<file path="src/design/cache_pkg.sv">
// cache_pkg: widths, typedefs and state encodings shared by the direct-mapped
// read-only cache, its fill state machine and the backing memory model
`default_nettype none

package cache_pkg;

    typedef logic [15:0] addr_t;   // byte address on the 16-bit machine
    typedef logic [15:0] word_t;   // one data word, two bytes wide

    // a block is 8 words, so 16 bytes, and the offset field is 4 bits wide
    localparam int WORDS_PER_BLOCK = 8;   // words fetched per fill, one at a time
    localparam int OFFSET_BITS     = 4;   // byte offset inside a block, bit 0 is the byte lane

    // fill sequencer, idle until a miss and then waiting on the memory latency
    typedef enum logic {
        FILL_IDLE,                 // no fill in progress, memory sees the aligned miss block
        FILL_WAIT                  // counting latency and writing one word per count
    } fill_state_t;

    // processor side port controller
    typedef enum logic [2:0] {
        CTRL_IDLE,                 // waiting for req
        CTRL_LOOKUP,               // tag compare on addr, hit latches rdata
        CTRL_FILL,                 // miss handed to the fill FSM, waiting for fill_done
        CTRL_ACK,                  // rdata is latched, ack goes high on the way out
        CTRL_RELEASE               // ack held high until req is seen low
    } ctrl_state_t;

endpackage

`default_nettype wire

</file>
<file path="src/design/cache_fill_fsm.sv">
// cache_fill_fsm: on a miss, fetches the 8 words of the aligned block from the
// fixed-latency memory, writes each into the data array and then writes the tag
`timescale 1ns/1ns
`default_nettype none

module cache_fill_fsm #(
    parameter int MEM_LATENCY = 4              // cycles from stable address to valid memory data
) (
    input  logic              clk,
    input  logic              rst,
    input  logic              miss_detected,   // one-cycle pulse from the controller on a miss
    input  cache_pkg::addr_t  miss_address,    // address that missed, offset bits get cleared here
    output logic              fsm_busy,        // high while a fill is starting or running
    output logic              write_data_array,// one pulse per word that comes back
    output logic              write_tag_array, // pulse with the last word, also the fill_done strobe
    output cache_pkg::addr_t  memory_address,  // address presented to the memory pipeline
    output cache_pkg::addr_t  fill_word_addr   // write address for both arrays
);

    localparam int LAT_W  = $clog2(MEM_LATENCY + 1);
    localparam int WCNT_W = $clog2(cache_pkg::WORDS_PER_BLOCK);

    cache_pkg::fill_state_t state;
    logic [LAT_W-1:0]       lat_cnt;     // cycles the current fetch address has been on the bus
    logic [WCNT_W-1:0]      word_cnt;    // words already written into the data array
    cache_pkg::addr_t       fetch_addr;  // word being fetched, steps by 2 bytes
    cache_pkg::addr_t       block_base;  // miss address with its block offset cleared
    logic                   word_valid;  // mem_rdata belongs to fetch_addr this cycle
    logic                   last_word;   // the word being counted is the eighth one

    assign block_base = {miss_address[15:cache_pkg::OFFSET_BITS],
                         {cache_pkg::OFFSET_BITS{1'b0}}};

    // the memory returns data MEM_LATENCY cycles after it sees an address, so a word
    // is ready once its address has been on the bus for that many cycles
    assign word_valid = (state == cache_pkg::FILL_WAIT) && (lat_cnt == LAT_W'(MEM_LATENCY));
    assign last_word  = (word_cnt == WCNT_W'(cache_pkg::WORDS_PER_BLOCK - 1));

    always_ff @(posedge clk) begin
        if (rst) begin
            state    <= cache_pkg::FILL_IDLE;
            lat_cnt  <= '0;
            word_cnt <= '0;
        end else begin
            case (state)
                cache_pkg::FILL_IDLE: begin
                    if (miss_detected) begin
                        state    <= cache_pkg::FILL_WAIT;
                        lat_cnt  <= LAT_W'(1);                  // the miss cycle already showed the base address
                        word_cnt <= '0;
                    end
                end
                cache_pkg::FILL_WAIT: begin
                    if (word_valid) begin
                        lat_cnt  <= '0;                         // next address appears after this edge
                        word_cnt <= word_cnt + WCNT_W'(1);      // wraps to 0 after the eighth word
                        if (last_word) begin
                            state <= cache_pkg::FILL_IDLE;      // tag is written on this same edge
                        end
                    end else begin
                        lat_cnt <= lat_cnt + LAT_W'(1);
                    end
                end
                default: state <= cache_pkg::FILL_IDLE;
            endcase
        end
    end

    // fetch address register, loaded with the block base and stepped one word per write
    always_ff @(posedge clk) begin
        if ((state == cache_pkg::FILL_IDLE) && miss_detected) begin
            fetch_addr <= block_base;
        end else if (word_valid) begin
            fetch_addr <= fetch_addr + cache_pkg::addr_t'(2);   // next 16-bit word
        end
    end

    assign fsm_busy         = (state == cache_pkg::FILL_WAIT) || miss_detected; // rises with the miss itself
    assign write_data_array = word_valid;
    assign write_tag_array  = word_valid && last_word;           // last word and tag land together
    assign fill_word_addr   = fetch_addr;

    // in idle the memory already sees the aligned miss block, which saves the first cycle
    assign memory_address = (state == cache_pkg::FILL_WAIT) ? fetch_addr : block_base;

endmodule

`default_nettype wire

</file>
<file path="config.mk">
export PLATFORM = sky130hd
export DESIGN_NAME = cache_fill_fsm
export DESIGN_NICKNAME = d
export VERILOG_FILES = /design/src/design/cache_pkg.sv /design/src/design/cache_fill_fsm.sv
export SDC_FILE = /design/constraint.sdc
export NUM_CORES = 1
export LEC_CHECK = 0
export BUFFER_PORTS_ARGS = -buffer_cell sky130_fd_sc_hd__buf_2
export CAP_MARGIN = 20
export CELL_PAD_IN_SITES_DETAIL_PLACEMENT = 1
export CELL_PAD_IN_SITES_GLOBAL_PLACEMENT = 1
export CORE_MARGIN = 10
export CORE_UTILIZATION = 35
export DETAILED_ROUTE_END_ITERATION = 8
export PLACE_DENSITY = 0.83
export SLEW_MARGIN = 40
export SYNTH_ARGS = -nofsm -noshare
export SYNTH_HDL_FRONTEND = slang
export SYNTH_SLANG_ARGS = --single-unit
</file>
<file path="constraint.sdc">
create_clock -name clk -period 2.2 [get_ports clk]
set_input_delay 0 -clock clk [delete_from_list [all_inputs] [get_ports clk]]
set_output_delay 0 -clock clk [all_outputs]
set_load 0.005 [all_outputs]
</file>
==> results of run 1 <==
-- what timing repair did --
| action | CTS | global route |
|---|---|---|
| endpoints found under the hold margin | 3 | 0 |
| hold buffers | 1 | 0 |
| setup buffers | 0 | 0 |
| endpoints found under the setup margin | 0 | 0 |
-- cell type report --
cell class | instances | area (µm²)
repair buffers | 51 | 268
multi-input cells | 112 | 743
clock buffers | 4 | 45.0
inverters | 5 | 18.8
fillers | 469 | 2050
well taps | 48 | 60.1
flip-flops and latches | 22 | 561
-- worst max-delay path, delay by kind of cell, from the launching register on --
| kind | cells | cell delay [ns] |
|---|---|---|
| and+or+nand+nor | 2 | 0.69 |
| buffers and inverters | 1 | 0.42 |
| DFF | 1 | 0.40 |
-- cells in the final DEF (no fill, tap or decap) --
| cell type | netlist | layout |
|---|---|---|
| mux2_2 | 12 | 12 |
| nor2_1 | 9 | 9 |
| and3_1 | 1 | 1 |
| nand3_4 | 1 | 1 |
| nor3_1 | 2 | 2 |
| a21oi_1 | 8 | 8 |
| clkbuf_8 | 0 | 3 |
| xor2_1 | 13 | 13 |
| nand3b_1 | 1 | 1 |
| o21ai_1 | 7 | 7 |
| conb_1 | 1 | 2 |
| buf_4 | 3 | 3 |
| and2_1 | 4 | 4 |
| o21ai_0 | 7 | 7 |
| nand2b_1 | 1 | 1 |
| nand2_1 | 21 | 21 |
| ha_1 | 5 | 5 |
| inv_1 | 5 | 5 |
| buf_2 | 2 | 47 |
| and2_2 | 1 | 1 |
| nor3b_1 | 1 | 1 |
| nand3_1 | 5 | 5 |
| and4_1 | 1 | 1 |
| dlygate4sd3_1 | 0 | 1 |
| nand4_1 | 6 | 6 |
| dfxtp_1 | 10 | 10 |
| and4_4 | 3 | 3 |
| nor2b_2 | 1 | 1 |
| edfxtp_1 | 12 | 12 |
| clkbuf_1 | 0 | 1 |
-- per-stage QoR --
step	total power, W	utilization, %
after floorplan	0.000572	-
after global placement	0.000634	43.8
after detailed placement	0.000641	43.8
after CTS	0.000905	45.3
after global routing	0.000940	45.3
final	0.000895	45.3
-- registers in the layout, summed over array words and instances, names as in the netlist --
signal / count
lat_cnt: 3
word_cnt: 3
state: 1
fill_word_addr: 15
-- how the worst max path moves through the flow --
stage,to,slack [ns],cells after the start
after floorplan,fill_word_addr[10],0.64,6
after global placement,fill_word_addr[12],0.37,3
after detailed placement,fill_word_addr[12],0.31,3
after CTS,fill_word_addr[8],0.29,3
after global routing,fill_word_addr[8],0.18,3
final,fill_word_addr[8],0.32,3
-- cells by family after synthesis --
family / after synthesis
muxes: 12
other: 1
AOI/OAI and AO/OA: 22
DFF: 22
and+or+nand+nor: 58
adders and majority gates: 5
buffers and inverters: 13
xor gates and xnor gates: 13
-- power by group through the flow --
stage	Sequential, W	Combinational (W)	Clock, W
2_1_floorplan	0.000481	0.0000910	0
5_1_grt	0.000486	0.000167	0.000287
4_1_cts	0.000482	0.000151	0.000271
6_report	0.000482	0.000147	0.000265
3_3_place_gp	0.000489	0.000144	0
3_5_place_dp	0.000492	0.000149	0
-- per-layer routing --
metal | wire length, µm | track usage, % | vias to the layer above
met2 | 1960 | 20.5 | 31
met5 | 0 | 0 | -
met3 | 343 | 3.24 | 2
met1 | 1560 | 13.2 | 587
met4 | 6 | 1.00 | 0
li1 | - | - | 599
==> run_results.csv, run 1 <==
group,metric,value,unit
yosys,synth_flop_cell,"edfxtp_1",
setup_path,ff2ff_setup_slack,0.32,ns
status,status,"finished, final reports clean",
yosys,synthArstFlopShare,0,%
timing,slew_violations,0,
cts,tritoncts,"done",
pwr,clock_power_share,29.7,%
yosys,ys_top_cells_by_count,"nand2_1 (21), xor2_1 (13), edfxtp_1 (12), mux2_2 (12), dfxtp_1 (10)",
yosys,synth_simple_gate_area_share,22.8,%
setup_path,critical_path.cell_chain,"nor2b_2 -> nor2_1 -> inv_1",
setup_path,startpoint,"state",
detailed_routing,routed_wl,3.87,mm
placed_design,post-place-ws,0.308,ns
global_route,grt_pass1_vias,1276,
yosys,synth-seq-cells,22,
placed_design,postPlaceCellArea,1640,µm²
setup_path,reg2reg_depth,3,
floorplan,die_x,82.8,µm
timing,worst_pin_slew,0.633,ns
yosys,synth_top_cells_by_area,"edfxtp_1 (26%), dfxtp_1 (15%), mux2_2 (9.8%)",
placed_design,port_buffers,47,
timing,whs,0.0333,ns
hold_path,hold_path_class,"input pin to register",
pwr,pwr-share-comb,16.5,%
layout,fin_area,1700,µm²
timing,finalHoldViolations,0,
pwr,p_sw,0.000237,W
detailed_routing,detail-route-antenna-nets,0,
floorplan,fp-row-count,22,
setup_path,cp-start-kind,"register",
yosys,synth_cell_types,29,
cts,clkLatencyLatePin,0.26,ns
floorplan,core_area,3740,µm²
floorplan,initial_core_util,36.8,%
detailed_routing,drtIter0Drc,41,
pwr,p_leak,0.732,nW
cts,cts_resized,0,
yosys,synthMuxAreaShare,9.80,%
layout,instances_no_fill,242,
hold_path,whs_path_depth,3,
timing,slew_headroom,57.6,%
pwr,p_int,0.000657,W
detailed_routing,vias,1219,
yosys,post_synth_inst_count,146,
placed_design,dpl.hpwl,3.02,mm
yosys,synthAdderAreaFrac,4.54,%
layout,nets,219,
setup_path,crit_required,2.11,ns
layout,area_growth,23.0,%
timing,fmax,532,MHz
timing,finalCritPeriodShare,85.4,%
yosys,ys_seq_area_share,40.7,%
yosys,synth_compound_area_share,7.99,%
setup_path,regToRegEndpoint,"fill_word_addr[8]",
pwr,ir_worst_vdd,0.297,mV
timing,tns,0,ns
yosys,synth_most_common_cell,"nand2_1",
global_route,grt_pass1_wl,6.32,mm
setup_path,criticalPathCategory,"register to register",
floorplan,io_pins,54,
layout,drive_gt1_share,36.6,%
global_route,grt_antenna_before_repair,0,
floorplan,fp.dieH,82.8,µm
floorplan,die_area,6850,µm²
timing,setup_viol,0,
global_route,grt.total_usage,11.3,%
detailed_routing,vias_per_cell,5.04,
cts,numClockSinks,22,
setup_path,rr_startpoint,"state",
timing,rsz0062_at_grt,"no",
hold_path,hp-start,"miss_address[10]",
yosys,synth_top_area_share,26.1,%
cts,cts.clk_slew.worst_paths,0.08,ns
timing,worst_slack,0.321,ns
setup_path,worstPathArrival,1.79,ns
setup_path,critPathSlowestCell,"nor2b_2",
pwr,pwr_density_cell,528,nW/µm²
setup_path,crit_path_end_kind,"register",
yosys,synth_top_family_by_area,"simple AND/OR/NAND/NOR gates",
pwr,sequentialPowerShare,53.9,%
pwr,switching_share,26.5,%
detailed_routing,drt-wirelength-per-cell,16.0,µm
cts,clockBufferDepth,2,
hold_path,hold_path_end,"fill_word_addr[10]",
yosys,yosysWarningCount,0,
yosys,synth_xor_area_share,8.26,%
global_route,grt_max_degree,18,
global_route,grt_overflow,0,
cts,cts_buffers,3,
setup_path,critPathMaxFanout,15,
placed_design,dp_cells,237,
layout,diodes,0,
cts,clockRootBuffer,"clkbuf_8",
yosys,synth_edf_count,12,
timing,finalCriticalPeriod,1.88,ns
cts,cts_max_level,1,
yosys,synth_area_per_cell,9.44,µm²
detailed_routing,drt_pass1_iterations,4,
placed_design,gp_congestion,0.776,
detailed_routing,drc_errors,0,
timing,clock_skew,0.00441,ns
yosys,yosys.area.top_type,"edfxtp_1",
yosys,syn_area,1380,µm²
setup_path,cpPeakStageDelay,0.55,ns
flow_run,drv_cap,0,
(Power assumes the default switching activity.)
==> run 2, diff against run 1 <==
Settings changed: PLACE_DENSITY 0.83 to not set, PLACE_DENSITY_LB_ADDON set to 0.05.
==> run 2 against run 1 <==
Effect of this change:
- global-route usage up 0.093 points
- non-clock buffer count fell by 1
- setup slack worse by 0.071 ns
- hold slack about the same
- critical path depth up 3
- maximum frequency shrank 3.6%
- sequential share of layout area grew 0.15 points
- design area decreased by 0.44%
- count of clock-buffer cells in the layout stayed put
- sequential power about the same
- combinational power is essentially flat
==> run_results.csv, run 2 (synthesis gave the netlist of run 1 again) <==
group,metric,value,unit
cts,post_cts_buffers,0,
timing,finalCritPeriodShare,88.6,%
detailed_routing,drtIter0Drc,40,
pwr,sequentialPowerShare,54.1,%
cts,cts_resized,0,
cts,numClockSinks,22,
setup_path,crit_path_end_kind,"register",
layout,mostFrequentLayoutCell,"buf_2",
hold_path,hp-start,"miss_address[13]",
cts,clockRootBuffer,"clkbuf_8",
placed_design,gp_congestion,0.738,
pwr,p_sw,0.000231,W
layout,largest_reg_flops,15,
placed_design,dpl.hpwl,3.09,mm
detailed_routing,vias_per_cell,4.91,
layout,diodes,0,
hold_path,hold_path_end,"fill_word_addr[13]",
timing,fmax,513,MHz
timing,clock_skew,0.00839,ns
floorplan,die_area,6850,µm²
global_route,grt_overflow,0,
detailed_routing,detail-route-antenna-nets,0,
layout,fin_area,1690,µm²
timing,tns,0,ns
global_route,grt_max_degree,19,
detailed_routing,vias,1183,
timing,whs,0.0338,ns
cts,clockBufferDepth,2,
timing,slew_violations,0,
status,status,"finished, final reports clean",
cts,tritoncts,"done",
timing,finalHoldViolations,0,
layout,final_cell_mix,"buf_2 (47), nand2_1 (21), xor2_1 (13)",
layout,register_area,561,µm²
pwr,ir_worst_vdd,0.241,mV
flow_run,drv_cap,0,
timing,slew_headroom,56.4,%
cts,cts_max_level,1,
setup_path,worstPathArrival,1.85,ns
hold_path,hold_path_class,"input pin to register",
cts,cts_hold_buf,1,
layout,multi_input_area,743,µm²
floorplan,initial_core_util,36.8,%
detailed_routing,drt-wirelength-per-cell,16.0,µm
pwr,p_leak,0.728,nW
layout,fin_util,45.1,%
cts,clkLatencyLatePin,0.26,ns
layout,nets,218,
pwr,switching_share,26.0,%
detailed_routing,drc_errors,0,
global_route,grt_pass1_wl,6.14,mm
placed_design,port_buffers,47,
timing,setup_viol,0,
timing,worst_slack,0.250,ns
layout,nFillCells,470,
setup_path,regToRegEndpoint,"fill_word_addr[4]",
floorplan,io_pins,54,
floorplan,fp-row-count,22,
placed_design,post-place-ws,0.211,ns
placed_design,postPlaceCellArea,1630,µm²
cts,cts_buffers,3,
hold_path,whs_path_depth,3,
layout,area_growth,22.4,%
pwr,clock_power_share,29.1,%
global_route,grt.total_usage,11.4,%
setup_path,critPathMaxFanout,18,
layout,drive_gt1_share,36.3,%
timing,worst_pin_slew,0.651,ns
floorplan,core_area,3740,µm²
setup_path,crit_required,2.10,ns
detailed_routing,drt_pass1_iterations,4,
pwr,pwr-share-comb,16.8,%
setup_path,reg2reg_depth,6,
timing,rsz0062_at_grt,"no",
pwr,pwr_density_cell,526,nW/µm²
global_route,grt_antenna_before_repair,0,
floorplan,fp.dieH,82.8,µm
global_route,grt_pass1_vias,1224,
floorplan,die_x,82.8,µm
setup_path,ff2ff_setup_slack,0.25,ns
cts,cts.clk_slew.worst_paths,0.08,ns
pwr,p_int,0.000657,W
timing,finalCriticalPeriod,1.95,ns
setup_path,rr_startpoint,"lat_cnt[0]",
setup_path,cp-start-kind,"register",
setup_path,criticalPathCategory,"register to register",
detailed_routing,routed_wl,3.85,mm
run 2: changes by cell type in the layout (fill, tap and decap cells not counted), sizes merged:
cell / change
buf: -1
run 2: power groups by stage:
stage | registers, W | logic [W] | clock network (W)
floorplan | 0.000481 | 0.0000910 | 0
global placement | 0.000488 | 0.000147 | 0
detailed placement | 0.000490 | 0.000151 | 0
CTS | 0.000480 | 0.000154 | 0.000269
global route | 0.000484 | 0.000169 | 0.000283
finish | 0.000480 | 0.000149 | 0.000258
run 2: area by class of cell:
cell class	instances	area share [%]
Multi-Input combinational cell	112	44.0
Sequential cell	22	33.2
Timing Repair Buffer	50	15.4
Tap cell	48	3.56
Clock buffer	4	2.67
Inverter	5	1.11
run 2: layer usage:
metal	wire [µm]	global-route usage (%)	vias to the layer above
met5	0	0	-
met4	22	3.51	0
met3	308	2.81	2
met2	1910	19.8	31
met1	1600	13.4	549
li1	-	-	601
run 2: critical path: stages (launching register included):
cell and delay, ns:
dfxtp_1 0.34, inv_1 0.07, ha_1 0.22, nand3_4 0.21, inv_1 0.23, nor2_1 0.10
inv_1 0.41
run 2: worst max-delay path by stage:
stage,start,end
detailed placement,lat_cnt[0],fill_word_addr[12]
global placement,lat_cnt[0],fill_word_addr[6]
global route,lat_cnt[0],fill_word_addr[15]
CTS,lat_cnt[0],fill_word_addr[4]
finish,lat_cnt[0],fill_word_addr[4]
floorplan,lat_cnt[0],fill_word_addr[10]
run 2: stage by stage:
stage                     cells  total power, W
after CTS                   241        0.000903
after detailed placement    236        0.000641
after global placement      236        0.000635
after floorplan             147        0.000572
after global routing        241        0.000937
final                       241        0.000888
==> run 3, diff against run 2 <==
Settings changed: GPL_TIMING_DRIVEN set to 0.
==> run 3 against run 2 <==
Effect of this change:
- sequential cell count unchanged
- register-to-register slack gained 0.05 ns
- critical endpoint unchanged
- maximum frequency up 2.8%
- critical path depth did not move
- hold slack got worse by 0.010 ns
- via count increased by 3.5%
- combinational power increased by 9%
- setup slack better by 0.054 ns
- core utilization is 1.2 points higher
- sequential power shrank 1%
==> run_results.csv, run 3 (synthesis gave the netlist of run 1 again) <==
group,metric,value,unit
timing,finalCriticalPeriod,1.90,ns
pwr,switching_share,26.7,%
setup_path,critPathMaxFanout,12,
cts,clkLatencyLatePin,0.27,ns
setup_path,cpMostUsedCell,"inv_1",
setup_path,cpPeakStageDelay,0.39,ns
hold_path,hp-start,"miss_address[7]",
timing,finalHoldViolations,0,
global_route,grt_antenna_before_repair,0,
layout,area_growth,25.7,%
detailed_routing,drt-wirelength-per-cell,15.8,µm
detailed_routing,detail-route-antenna-nets,0,
cts,tritoncts,"done",
timing,slew_violations,0,
floorplan,fp-row-count,22,
floorplan,fp.dieH,82.8,µm
hold_path,whs_path_depth,3,
flow_run,drv_cap,0,
pwr,pwr_density_cell,519,nW/µm²
detailed_routing,drtIter0Drc,54,
setup_path,critical_path.cell_chain,"inv_1 -> ha_1 -> nand3_4 -> inv_1 -> nor2_1 -> inv_1",
cts,cts_hold_buf,1,
layout,drive_gt1_share,38.2,%
setup_path,cp.depth,6,
layout,nets,224,
pwr,clock_power_share,29.2,%
floorplan,core_area,3740,µm²
layout,nFillCells,470,
floorplan,io_pins,54,
setup_path,worstPathArrival,1.80,ns
setup_path,path_delay_family,"buffers and inverters",
global_route,grt_pass1_wl,6.20,mm
layout,mostFrequentLayoutCell,"buf_2",
cts,cts_resized,0,
pwr,p_leak,0.759,nW
layout,fin_util,46.3,%
setup_path,cp-start-kind,"register",
pwr,ir_worst_vdd,0.245,mV
layout,diodes,0,
timing,rsz0062_at_grt,"no",
global_route,grt_overflow,0,
detailed_routing,vias,1224,
detailed_routing,vias_per_cell,4.96,
detailed_routing,drc_errors,0,
global_route,grt_max_degree,13,
setup_path,crit_path_end_kind,"register",
detailed_routing,drt_pass1_iterations,4,
timing,fmax,527,MHz
setup_path,critPathSlowestCell,"inv_1",
global_route,grt_pass1_vias,1272,
setup_path,criticalPathCategory,"register to register",
timing,clock_skew,0.00723,ns
pwr,sequentialPowerShare,52.8,%
timing,setup_viol,0,
placed_design,port_buffers,47,
pwr,p_int,0.000659,W
cts,numClockSinks,22,
cts,clockBufferDepth,2,
pwr,p_sw,0.000240,W
setup_path,rr_startpoint,"lat_cnt[0]",
floorplan,die_x,82.8,µm
hold_path,hold_path_class,"input pin to register",
timing,finalCritPeriodShare,86.2,%
floorplan,initial_core_util,36.8,%
hold_path,hold_path_end,"fill_word_addr[7]",
status,status,"finished, final reports clean",
setup_path,reg2reg_depth,6,
layout,final_cell_mix,"buf_2 (49), nand2_1 (21), xor2_1 (13)",
cts,cts_buffers,3,
detailed_routing,routed_wl,3.89,mm
cts,post_cts_buffers,0,
setup_path,regToRegEndpoint,"fill_word_addr[4]",
cts,clockRootBuffer,"clkbuf_8",
setup_path,crit_required,2.11,ns
cts,cts.clk_slew.worst_paths,0.09,ns
placed_design,dpl.hpwl,3.07,mm
setup_path,ff2ff_setup_slack,0.30,ns
setup_path,path_buf_inv,3,
floorplan,die_area,6850,µm²
global_route,grt.total_usage,11.6,%
pwr,pwr-share-comb,18.0,%
timing,whs,0.0235,ns
timing,tns,0,ns
placed_design,gp_congestion,0.783,
cts,cts_max_level,1,
layout,largest_reg_flops,15,
[run 3: through the flow]
| stage | total power, W | cells | setup slack, ns | cell area (µm²) |
|---|---|---|---|---|
| floorplan | 0.000572 | 147 | 0.645 | 1380 |
| global placement | 0.000643 | 242 | 0.322 | 1680 |
| detailed placement | 0.000649 | 242 | 0.290 | 1680 |
| CTS | 0.000914 | 247 | 0.274 | 1730 |
| global route | 0.000944 | 247 | 0.151 | 1730 |
| finish | 0.000899 | 247 | 0.304 | 1730 |
[run 3: how the worst max path moves through the flow]
stage | from | end | slack [ns]
2_1_floorplan | lat_cnt[0] | fill_word_addr[10] | 0.64
3_3_place_gp | lat_cnt[0] | fill_word_addr[4] | 0.32
3_5_place_dp | lat_cnt[0] | fill_word_addr[8] | 0.29
4_1_cts | lat_cnt[0] | fill_word_addr[5] | 0.27
5_1_grt | lat_cnt[0] | fill_word_addr[4] | 0.15
6_report | lat_cnt[0] | fill_word_addr[4] | 0.30
[run 3: layout make-up]
class | instances | area, µm² | area share, %
Timing Repair Buffer | 48 | 245 | 14.2
Clock inverter | 1 | 3.75 | 0.217
Tap cell | 48 | 60.1 | 3.47
Sequential cell | 22 | 561 | 32.3
Multi-Input combinational cell | 112 | 743 | 42.9
Buffer | 8 | 60.1 | 3.47
Inverter | 5 | 18.8 | 1.08
Clock buffer | 3 | 41.3 | 2.38
[run 3: worst reg2reg max path, stage by stage (launching register included)]
cell	delay (ns)
dfxtp_1	0.35
inv_1	0.07
ha_1	0.23
nand3_4	0.15
inv_1	0.23
nor2_1	0.12
inv_1	0.39
[run 3: power by group through the flow]
| stage | Combinational, W | Clock, W | Sequential (W) |
|---|---|---|---|
| after floorplan | 0.0000910 | 0 | 0.000481 |
| after global placement | 0.000160 | 0 | 0.000483 |
| after global routing | 0.000183 | 0.000282 | 0.000479 |
| final | 0.000162 | 0.000262 | 0.000475 |
| after CTS | 0.000166 | 0.000272 | 0.000476 |
| after detailed placement | 0.000164 | 0 | 0.000485 |
[run 3: metal layers]
metal  share of wire [%]  global-route usage, %
met1                  42                   13.7
met4                0.57                   4.52
met5                   0                      0
met2                  49                   19.8
met3                 8.7                   2.81
